<file path="config.mk">
export PLATFORM = sky130hd
export DESIGN_NAME = prog_loader
export DESIGN_NICKNAME = d
export VERILOG_FILES = /design/src/hw/alu_pkg.sv /design/src/hw/types_pkg.sv /design/src/hw/prog_loader.sv
export SDC_FILE = /design/constraint.sdc
export NUM_CORES = 1
export LEC_CHECK = 0
export BUFFER_PORTS_ARGS = -buffer_cell sky130_fd_sc_hd__buf_2
export CELL_PAD_IN_SITES_DETAIL_PLACEMENT = 1
export CELL_PAD_IN_SITES_GLOBAL_PLACEMENT = 1
export CORE_AREA = 2 2 57 53
export DETAILED_ROUTE_END_ITERATION = 8
export DIE_AREA = 0 0 59 55
export PLACE_DENSITY = 0.76
export SETUP_SLACK_MARGIN = 0.05
export SYNTH_ARGS = -nofsm -noshare
export SYNTH_HDL_FRONTEND = slang
export SYNTH_SLANG_ARGS = --single-unit
</file>
<file path="constraint.sdc">
create_clock -name clk -period 0.8 [get_ports clk]
set_input_delay 0.08 -clock clk [delete_from_list [all_inputs] [get_ports clk]]
set_output_delay 0.08 -clock clk [all_outputs]
set_load 0.02 [all_outputs]
</file>
<file path="src/hw/alu_pkg.sv">
package alu_pkg;
	// Datapath width seen by the ALU
	localparam int ALU_W = 16;

	// ALU functions as coded in the func field
	typedef enum logic [3:0] {
		alu_add    = 4'h0,
		alu_sub    = 4'h1,
		alu_and    = 4'h2,
		alu_or     = 4'h3,
		alu_xor    = 4'h4,
		// Shifts by one place on operand a
		alu_shl    = 4'h5,
		alu_shr    = 4'h6,
		alu_pass_b = 4'h7
	} control_e;

	// Operand pair
	typedef struct packed {
		logic [ALU_W-1:0] a;
		logic [ALU_W-1:0] b;
	} in_t;

	// Result flags
	typedef struct packed {
		logic zero;
		logic carry;
		logic negative;
		logic overflow;
	} status_t;
endpackage
</file>
<file path="src/hw/types_pkg.sv">
package types_pkg;
	// Program store size in words
	localparam int PROG_DEPTH = 256;
	localparam int PROG_AW = $clog2(PROG_DEPTH);
	localparam int NUM_REGS = 16;
	localparam int REG_AW = $clog2(NUM_REGS);

	typedef logic [15:0] word_16;
	// Byte address into program memory
	typedef logic [15:0] uword;
	typedef logic [REG_AW-1:0] reg_addr_t;
	typedef logic [PROG_AW-1:0] prog_addr_t;

	// Unlisted codes run as no-ops
	typedef enum logic [3:0] {
		op_alu  = 4'h1,
		op_li   = 4'h2,
		op_skz  = 4'h3,
		op_halt = 4'hf
	} opcode_t;

	// Field view of one instruction word
	// imm8 overlays rb and func
	typedef struct packed {
		opcode_t    opcode;
		reg_addr_t  rd;
		reg_addr_t  rb;
		logic [3:0] func;
	} instr_t;

	// One program write at a word index
	typedef struct packed {
		logic       valid;
		prog_addr_t addr;
		word_16     data;
	} load_t;

	// Decoded control word
	typedef struct packed {
		logic              reg_wr;
		logic              imm_sel;
		logic              skip_test;
		logic              halt;
		alu_pkg::control_e alu_func;
	} ctrl_t;
endpackage

</file>
<file path="src/hw/prog_loader.sv">
`timescale 1ns/1ps

module prog_loader (
	input  logic                clk,
	input  logic                reset,
	input  types_pkg::load_t    load,
	input  logic                start,
	input  logic                halt_exec,
	output logic                mem_we,
	output types_pkg::prog_addr_t mem_addr,
	output types_pkg::word_16   mem_data,
	output logic                run,
	output logic                restart
);
	typedef enum logic [1:0] {
		st_idle,
		st_running,
		st_halted
	} state_e;

	state_e state;
	state_e state_next;
	logic accept;

	// Loads and start only count outside execution
	assign accept = (state != st_running);
	assign mem_we = load.valid && accept;
	assign mem_addr = load.addr;
	assign mem_data = load.data;
	// Same edge that enters running also zeroes the PC
	assign restart = start && accept;
	assign run = (state == st_running);

	always_comb begin
		state_next = state;
		case (state)
			st_idle, st_halted: begin
				if (start) begin
					state_next = st_running;
				end
			end
			// Halt seen during the fetch cycle ends the run
			st_running: begin
				if (halt_exec) begin
					state_next = st_halted;
				end
			end
			default: state_next = st_idle;
		endcase
	end

	always_ff @(posedge clk) begin
		if (reset) begin
			state <= st_idle;
		end else begin
			state <= state_next;
		end
	end
endmodule

</file>
# Yosys cells after proc, flatten, opt, wreduce, memory -nomap -nowiden

Cells that the tools add are included.

Register bits after elaboration: 2
Latch bits: 0
RAM bits: 0
ROM bits: 0
Input bits: 29
Output and inout port bits: 27
Word-level logic and storage cells: 14
Memories: 0

Add/subtract/negate cells: 0
Multiply operators: 0
Div/mod/pow operators: 0
Magnitude comparators: 0
Equality and inequality tests: 5
Shift operators: 0
Multiplexer cells: 3
Bitwise gates (word level): 0
Reduce and logical (&&, ||, !) cells: 5

Operator list:

| cell                                                  | count |
|---|---|
| 2-to-1 mux 2 bit                                      | 2 |
| inequality test 2 bit, second input constant          | 2 |
| one-hot mux 2 bit (2 select lines)                    | 1 |
| == test 2 x 1 -> 1 bit, second input constant         | 1 |
| == test 2 bit, second input constant                  | 1 |
| logical AND 1 bit                                     | 2 |
| logical NOT 2 bit                                     | 1 |
| inequality test 2 x 1 -> 1 bit, second input constant | 1 |
| AND reduction 2 bit                                   | 1 |
| OR reduction 2 bit                                    | 1 |

# Logic depth before layout (Yosys ltp)

Gate-level depths: netlist (run 1).

Depth after elaboration: 4
Gate-level depth with buffers: 2
Depth with buffers taken out: 2

# Worst setup path after synthesis (run 1)

No wires, ideal clock.

Kind: register to register
From: register state[0]
To: register state[1]
Setup time: 0.070 ns
Arrival: 0.780 ns
Required time: 0.730 ns
Path slack: -0.050 ns
Stages on the path, launching flop included: 3
Buffers on the path: 0
Period minus slack after synthesis: 0.850 ns
Path through: dfxtp_1 or3b_1 a21oi_1

Word-level cells in the longest chain between the ends: 4
Elaborated cells between the ends (all ways): 8
Classes of those cells: eq/ne (4); mux (1); reduce/logical (3)

RTL lines:

| item                                               | RTL line          | RTL |
|---|---|---|
| from (decl)                                        | prog_loader.sv:21 | `state_e state;` |
| from (signal assigned)                             | prog_loader.sv:54 | `state <= st_idle;` |
| from (signal assigned)                             | prog_loader.sv:56 | `state <= state_next;` |
| == test 2 bit or logical NOT 2 bit (tied branches) | prog_loader.sv:36 | `case (state)` |
| OR reduction 2 bit                                 | prog_loader.sv:36 |  |
| inequality test 2 bit (no line)                    | -                 |  |
| AND reduction 2 bit (no line)                      | -                 |  |

Parallel ways exist; a longest one is shown, timed or not.
A chain may end at the register's enable or synchronous reset.

# Final worst setup path (run 1)

From: register state[1]
To: output port mem_we

Word-level cells in the longest chain between the ends: 2

RTL lines:

| item                           | RTL line          | RTL |
|---|---|---|
| inequality test 2 x 1 -> 1 bit | prog_loader.sv:26 | `assign accept = (state != st_running);` |
| logical AND 1 bit              | prog_loader.sv:27 | `assign mem_we = load.valid && accept;` |
| to (decl)                      | prog_loader.sv:9  | `output logic mem_we,` |

Every way passes these cells.

==> results.py, run 1 <==
metrics = {
    "run_status": {
        "status": "complete, but fails checks",
        "violations": "negative setup slack",
    },
    "synthesis": {
        "yosysSeqAreaShare_pct": 14.3,
        "syn-cell-area_um2": 280,
        "synth_top_cells_by_area": "buf_4, dfxtp_1, or3b_1, and2_1, nand3b_1",
        "synth_cell_types": 9,
        "synth_top_family_by_area": "buffers and inverters",
        "ys_ff_latch": 2,
        "yosysTopAreaCell": "buf_4",
        "syn_nets": 64,
        "synthMuxAreaShare_pct": 0,
        "synth-compound-area-share_pct": 4.46,
        "synth_xor_xnor_area_share_pct": 0,
        "yosys.area.top_type_share_pct": 64.3,
        "avgSynthCellArea_um2": 8.01,
        "netlist_instances": 35,
        "synthAdderAreaFrac_pct": 0,
        "synth-simple-area-share_pct": 15.6,
        "yosysWarnings": 0,
    },
    "critical_path": {
        "crit_type": "flip-flop to output port",
        "crit_required_ns": 0.72,
        "crit_path_end_kind": "output port",
        "worst_setup_path_start_kind": "flip-flop",
        "critPathMaxFanout": 4,
        "arrival_ns": 0.94,
    },
    "cts": {
        "htree_levels": 1,
        "cts_sinks": 2,
        "cts-root-buf": "clkbuf_4",
        "cts_tree": "built",
        "clk_latency_ns": 0.23,
        "ctsHoldBuffers": 0,
        "clk_path_buf_depth": 2,
        "path_clk_slew_ns": 0.03,
        "numCtsBuffers": 3,
    },
    "final_layout": {
        "drive_gt1_share_pct": 82.6,
        "largest_register_ffs": 2,
        "final_cell_mix": "buf_2, clkbuf_4, buf_6",
        "final_area_um2": 260,
        "area_delta_synth_final_pct": -7.14,
        "fin_cells": 53,
        "biggestRegsByFlops": "state (2)",
        "layout_commonest_cell": "buf_2",
        "top_register": "state",
        "diodes": 0,
        "fin_nets": 54,
    },
    "die": {
        "fp.coreArea_mm2": 0.00266,
        "die_w_um": 59,
        "die_h_um": 55,
        "die-area_mm2": 0.00325,
        "fp-row-count": 18,
        "start_util_pct": 10.5,
        "io_pins": 56,
    },
    "drt": {
        "wl_per_cell_um": 10.8,
        "drcViolationCount": 0,
        "via_per_inst": 3.02,
        "vias": 160,
        "ant_nets": 0,
        "dr.pass1.iters": 2,
        "drt-total-wl_um": 574,
        "first_iter_violations": 2,
    },
    "global_routing": {
        "antenna_found_initial": 0,
        "grt_pass1_vias": 186,
        "grt_usage_pct": 4.52,
        "grt_max_degree": 5,
        "grt_pass1_wl_um": 862,
        "grt_overflow_total": 0,
    },
    "power_and_ir_drop": {
        "powerDensity_mw_per_mm2": 1790,
        "p_leak_nw": 0.108,
        "ir_drop_mv": 0.201,
    },
    "sta": {
        "grt_setup_unrepaired": "true",
        "final_max_slew_viol_count": 0,
        "layout_setup_ws_ns": -0.216,
        "finalCriticalPeriod_ns": 1.02,
        "hold_viol": 0,
        "final.setup_skew_ns": 0.00295,
        "fin_crit_sh_pct": 127,
        "fmax_mhz": 984,
        "max_slew.worst_pin.slew_ns": 0.161,
        "whs_ns": 0.0732,
        "setup_viol": 5,
        "maxSlewHeadroom_pct": 89.3,
        "tns_ns": -0.794,
    },
    "placement": {
        "dpl-instance-area_um2": 178,
        "dp_cells": 48,
        "numPortBuffers": 7,
        "finalWeightedCongestion": 0.560,
    },
    "job": {
        "drv_cap": 0,
    },
    "worst_hold_path": {
        "hp-class": "input port to flip-flop",
    },
}
==> synthesized netlist by cell type <==
cell type	instances
buf_4	24
and2_1	2
dfxtp_1	2
or3b_1	2
a21oi_1	1
inv_1	1
nand2b_1	1
nand3b_1	1
o31ai_1	1
==> layout make-up <==
cell class,count,area (um2)
Clock buffer,3,22.5
Fill cell,318,2400
Inverter,1,3.75
Multi-Input combinational cell,8,85.1
Sequential cell,2,42.5
Tap cell,30,37.5
Timing Repair Buffer,9,68.8
==> worst paths after layout <==
kind / endpoint / startpoint / cells after the start / slack (ns)
setup reg to reg: state[1] / state[1] / 3 / -0.15
hold / removal: state[0] / halt_exec / 2 / 0.07
setup / recovery: mem_we / state[1] / 3 / -0.22
hold reg to reg: state[1] / state[0] / 2 / 0.53
==> kinds of logic after synthesis <==
group	count (synthesis)
DFF	2
and+or+nand+nor	6
buffers and inverters	25
AOI/OAI and AO/OA	2
==> routing by layer <==
metal  track usage (%)  wire length (um)  vias up
li1                  -                 -       62
met1              2.07               165       77
met2              6.48               316       21
met3              7.44                92        0
met4              3.41                 0        0
met5                 0                 0        -
==> through the flow <==
stage	util [%]	setup slack, ns	power, mW
floorplan	-	-0.00980	0.332
finish	9.79	-0.216	0.467
global placement	6.69	-0.0573	0.185
global route	9.79	-0.266	0.512
detailed placement	6.69	-0.101	0.187
CTS	9.37	-0.228	0.473
==> what timing repair did <==
item / 4_1_cts / 5_1_grt
setup endpoints to repair: 5 / 5
pin swaps: 3 / 0
resized for setup: 10 / 2
buffers inserted: 2 / 0
==> worst max-delay path, cell delays in order (launching register included) <==
cell and delay [ns]:
dfxtp_2 0.31, nand2b_4 0.14, and2_4 0.14, buf_6 0.12
==> power breakdown <==
part	internal [mW]	total, mW	switching [mW]	leakage, nW
logic	0.0677	0.119	0.0512	0.0772
registers	0.109	0.116	0.00729	0.0172
clock network	0.166	0.232	0.0659	0.0138
total	0.343	0.467	0.124	0.108
(Power assumes the default switching activity.)
==> run 2: changes to the inputs <==
- SKIP_CTS_REPAIR_TIMING: default -> 1
- TNS_END_PERCENT: default -> 10
==> results.py, run 2 (same netlist as run 1, synthesis figures left out) <==
metrics = {
    "die": {
        "die_w_um": 59,
        "fp-row-count": 18,
        "io_pins": 56,
        "die_h_um": 55,
        "die-area_mm2": 0.00325,
        "fp.coreArea_mm2": 0.00266,
        "start_util_pct": 10.5,
    },
    "drt": {
        "vias": 151,
        "first_iter_violations": 1,
        "ant_nets": 0,
        "wl_per_cell_um": 9.76,
        "drt-total-wl_um": 498,
        "drcViolationCount": 0,
        "via_per_inst": 2.96,
        "dr.pass1.iters": 2,
    },
    "final_layout": {
        "area_delta_synth_final_pct": -18.3,
        "top_register": "state",
        "seq_area_um2": 42.5,
        "fin_nets": 52,
        "fin_cells": 51,
        "layout_commonest_cell": "buf_2",
        "multi_input_area_um2": 68.8,
        "diodes": 0,
        "largest_register_ffs": 2,
        "num-fill-cells": 320,
        "final_cell_mix": "buf_2, clkbuf_4, buf_6",
        "drive_gt1_share_pct": 71.4,
        "final_area_um2": 229,
        "biggestRegsByFlops": "state (2)",
    },
    "cts": {
        "clk_path_buf_depth": 2,
        "cts-root-buf": "clkbuf_4",
        "path_clk_slew_ns": 0.03,
        "clk_latency_ns": 0.22,
        "cts_tree": "built",
        "cts_sinks": 2,
        "htree_levels": 1,
        "numCtsBuffers": 3,
    },
    "sta": {
        "final.setup_skew_ns": 0.00165,
        "maxSlewHeadroom_pct": 86.3,
        "finalCriticalPeriod_ns": 1.01,
        "layout_setup_ws_ns": -0.212,
        "hold_viol": 0,
        "final_max_slew_viol_count": 0,
        "fin_crit_sh_pct": 126,
        "setup_viol": 5,
        "grt_setup_unrepaired": "true",
        "max_slew.worst_pin.slew_ns": 0.204,
        "fmax_mhz": 988,
    },
    "critical_path": {
        "crit_required_ns": 0.72,
        "crit_type": "flip-flop to output port",
        "worst_setup_path_start_kind": "flip-flop",
        "crit_path_end_kind": "output port",
        "critical-path-max-stage-delay_ns": 0.31,
        "crit_chain": "nand2b_4, and2_4, buf_6",
        "worst-path-buf-inv": 1,
        "arrival_ns": 0.93,
        "critPathMaxFanout": 4,
        "cp_slowest_cell": "dfxtp_2",
        "crit_family": "flip-flops",
    },
    "global_routing": {
        "grt_max_degree": 5,
        "antenna_found_initial": 0,
        "grt.met3_usage_pct": 5.58,
        "grt_pass1_vias": 162,
        "grt_usage_pct": 3.17,
        "use_met2_pct": 4.81,
        "met1_usage_pct": 1.10,
        "busiest_layer": "met3",
        "grt_overflow_total": 0,
        "grt_pass1_wl_um": 669,
    },
    "run_status": {
        "status": "complete, but fails checks",
        "violations": "negative setup slack",
    },
    "placement": {
        "dpl-instance-area_um2": 173,
        "dp_cells": 48,
        "numPortBuffers": 7,
        "finalWeightedCongestion": 0.564,
    },
    "power_and_ir_drop": {
        "p_leak_nw": 0.0950,
        "ir_drop_mv": 0.287,
        "powerDensity_mw_per_mm2": 1870,
    },
    "job": {
        "drv_cap": 0,
    },
    "worst_hold_path": {
        "hp-class": "input port to flip-flop",
    },
}
-- run 2: cell types whose count changed in the layout (fill, tap and decap cells not counted), sizes merged --
cell,previous run,this run
buf,9,7
-- run 2: final cells by class --
type	instances	area share, %
inverter	1	1.64
timing repair buffer	7	23.5
sequential	2	18.6
multi-input combinational	8	30.1
clock buffer	3	9.84
tap	30	16.4
-- run 2: worst paths after layout --
check	from	to	slack [ns]	cells after the start
worst min-delay path	reset	state[1]	0.04	2
worst max-delay path	state[1]	restart	-0.21	3
worst max register to register	state[0]	state[1]	-0.08	2
worst min register to register	state[0]	state[1]	0.52	2
-- run 2: power by group --
| group | internal, mW | switching, mW | total, mW |
|---|---|---|---|
| Combinational | 0.0536 | 0.0402 | 0.0938 |
| Clock | 0.165 | 0.0527 | 0.218 |
| Sequential | 0.109 | 0.00728 | 0.116 |
-- run 2: metrics by stage --
| stage | utilization, % | hold WS [ns] | setup slack (ns) | TNS (ns) | total power [mW] |
|---|---|---|---|---|---|
| after CTS | 7.34 | 0.0391 | -0.326 | -0.997 | 0.412 |
| after global routing | 8.62 | 0.0496 | -0.239 | -0.889 | 0.463 |
| final | 8.62 | 0.0419 | -0.212 | -0.704 | 0.428 |
| after global placement | 6.50 | 0.160 | -0.0466 | -0.170 | 0.175 |
| after floorplan | - | 0.149 | -0.00980 | -0.0126 | 0.325 |
| after detailed placement | 6.50 | 0.160 | -0.0853 | -0.291 | 0.179 |
-- run 2: routing by layer --
| metal | wire [um] | part of all wire, % |
|---|---|---|
| met1 | 104 | 21 |
| met2 | 286 | 57 |
| met3 | 107 | 21 |
| met4 | 0 | 0 |
| met5 | 0 | 0 |
==> run 3: changes to the inputs <==
- CORE_AREA: 2 2 57 53 -> 2 2 54 56
- DIE_AREA: 0 0 59 55 -> 0 0 56 58
==> results.py, run 3 (same netlist as run 1, synthesis figures left out) <==
metrics = {
    "critical_path": {
        "crit_chain": "nand2b_4, and2_4, buf_6",
        "critical-path-max-stage-delay_ns": 0.31,
        "worst-path-buf-inv": 1,
        "critPathMaxFanout": 4,
        "crit_family": "flip-flops",
        "crit_path_end_kind": "output port",
        "cp_slowest_cell": "dfxtp_2",
        "rrSetupSlack_ns": -0.09,
        "r2r_end": "state[0]",
        "worst_setup_path_start_kind": "flip-flop",
        "arrival_ns": 0.93,
        "crit_required_ns": 0.72,
        "crit_type": "flip-flop to output port",
        "r2r_cells": 3,
        "r2r-start": "state[1]",
    },
    "sta": {
        "final_max_slew_viol_count": 0,
        "setup_viol": 5,
        "fin_crit_sh_pct": 126,
        "max_slew.worst_pin.slew_ns": 0.222,
        "fmax_mhz": 990,
        "maxSlewHeadroom_pct": 85.1,
        "finalCriticalPeriod_ns": 1.01,
        "tns_ns": -0.718,
        "final.setup_skew_ns": 0.00118,
        "layout_setup_ws_ns": -0.210,
        "grt_setup_unrepaired": "true",
        "hold_viol": 0,
    },
    "drt": {
        "vias": 143,
        "wl_per_cell_um": 7.87,
        "via_per_inst": 2.70,
        "first_iter_violations": 5,
        "dr.pass1.iters": 2,
        "drcViolationCount": 0,
        "drt-total-wl_um": 417,
        "ant_nets": 0,
    },
    "final_layout": {
        "diodes": 0,
        "num-fill-cells": 322,
        "layout_commonest_cell": "buf_2",
        "seq_area_um2": 42.5,
        "top_register": "state",
        "fin_nets": 53,
        "final_area_um2": 241,
        "multi_input_area_um2": 72.6,
        "drive_gt1_share_pct": 77.3,
        "final_cell_mix": "buf_2, clkbuf_4, buf_6",
        "fin_cells": 53,
        "area_delta_synth_final_pct": -13.8,
        "largest_register_ffs": 2,
        "biggestRegsByFlops": "state (2)",
        "final_core_util_pct": 9.07,
    },
    "worst_hold_path": {
        "hp-class": "input port to flip-flop",
        "holdPathEnd": "state[1]",
        "hold_start": "reset",
        "hold-path-cell-count": 2,
    },
    "cts": {
        "numCtsBuffers": 3,
        "cts-root-buf": "clkbuf_4",
        "path_clk_slew_ns": 0.03,
        "htree_levels": 1,
        "cts_tree": "built",
        "cts_sinks": 2,
        "clk_path_buf_depth": 2,
        "clk_latency_ns": 0.22,
    },
    "placement": {
        "numPortBuffers": 7,
        "finalWeightedCongestion": 0.669,
        "dp_cells": 49,
        "dpl-instance-area_um2": 174,
        "hpwl_um": 323,
    },
    "run_status": {
        "status": "complete, but fails checks",
        "violations": "negative setup slack",
    },
    "power_and_ir_drop": {
        "powerDensity_mw_per_mm2": 1790,
        "switching_share_pct": 23.2,
        "power_mw": 0.433,
        "power_frac_comb_pct": 23.5,
        "intPower_mw": 0.333,
        "p_seq_share_pct": 26.8,
        "p_sw_mw": 0.100,
        "clock_power_share_pct": 49.7,
        "p_leak_nw": 0.0994,
        "ir_drop_mv": 0.881,
    },
    "die": {
        "die_h_um": 58,
        "start_util_pct": 10.5,
        "io_pins": 56,
        "die-area_mm2": 0.00325,
        "die_w_um": 56,
        "fp.coreArea_mm2": 0.00266,
        "fp-row-count": 19,
    },
    "global_routing": {
        "grt_overflow_total": 0,
        "grt_pass1_wl_um": 593,
        "grt_usage_pct": 2.57,
        "grt_max_degree": 5,
        "grt_pass1_vias": 148,
        "antenna_found_initial": 0,
    },
    "job": {
        "drv_cap": 0,
    },
}
-- run 3: changes by cell type in the layout (fill, tap and decap cells not counted) --
cell and delta:
buf_4 +1, a21oi_1 -1, a21oi_2 +1
-- run 3: power by group through the flow --
stage | registers, mW | clock network [mW] | logic, mW
global placement | 0.112 | 0 | 0.0625
floorplan | 0.112 | 0 | 0.213
detailed placement | 0.114 | 0 | 0.0652
finish | 0.116 | 0.215 | 0.102
global route | 0.117 | 0.245 | 0.108
CTS | 0.112 | 0.229 | 0.0654
-- run 3: through the flow --
stage	worst slack (ns)	hold slack, ns
after floorplan	-0.00980	0.149
after global routing	-0.246	0.0400
after detailed placement	-0.0714	0.160
after CTS	-0.317	0.0422
after global placement	-0.0522	0.160
final	-0.210	0.0428
-- run 3: area by class of cell --
type | instances | share of cell area [%]
timing repair buffer | 8 | 25.4
multi-input combinational | 8 | 30.1
tap | 31 | 16.1
inverter | 1 | 1.55
sequential | 2 | 17.6
clock buffer | 3 | 9.33
-- run 3: worst max-delay path by stage --
stage              from        to  cells past startpoint
6_report       state[1]   restart                      3
5_1_grt        state[1]   restart                      3
4_1_cts        state[1]    mem_we                      3
3_5_place_dp   state[1]    mem_we                      3
3_3_place_gp   state[1]   restart                      3
2_1_floorplan  state[0]  state[1]                      2
-- run 3: layer usage --
metal | routed length [um] | part of all wire, % | global-route usage (%) | up-vias
met4 | 19 | 4.6 | 5.10 | 0
met3 | 87 | 21 | 1.79 | 4
met5 | 0 | 0 | 0 | -
met1 | 99 | 24 | 1.22 | 64
li1 | - | - | - | 60
met2 | 210 | 50 | 3.87 | 15
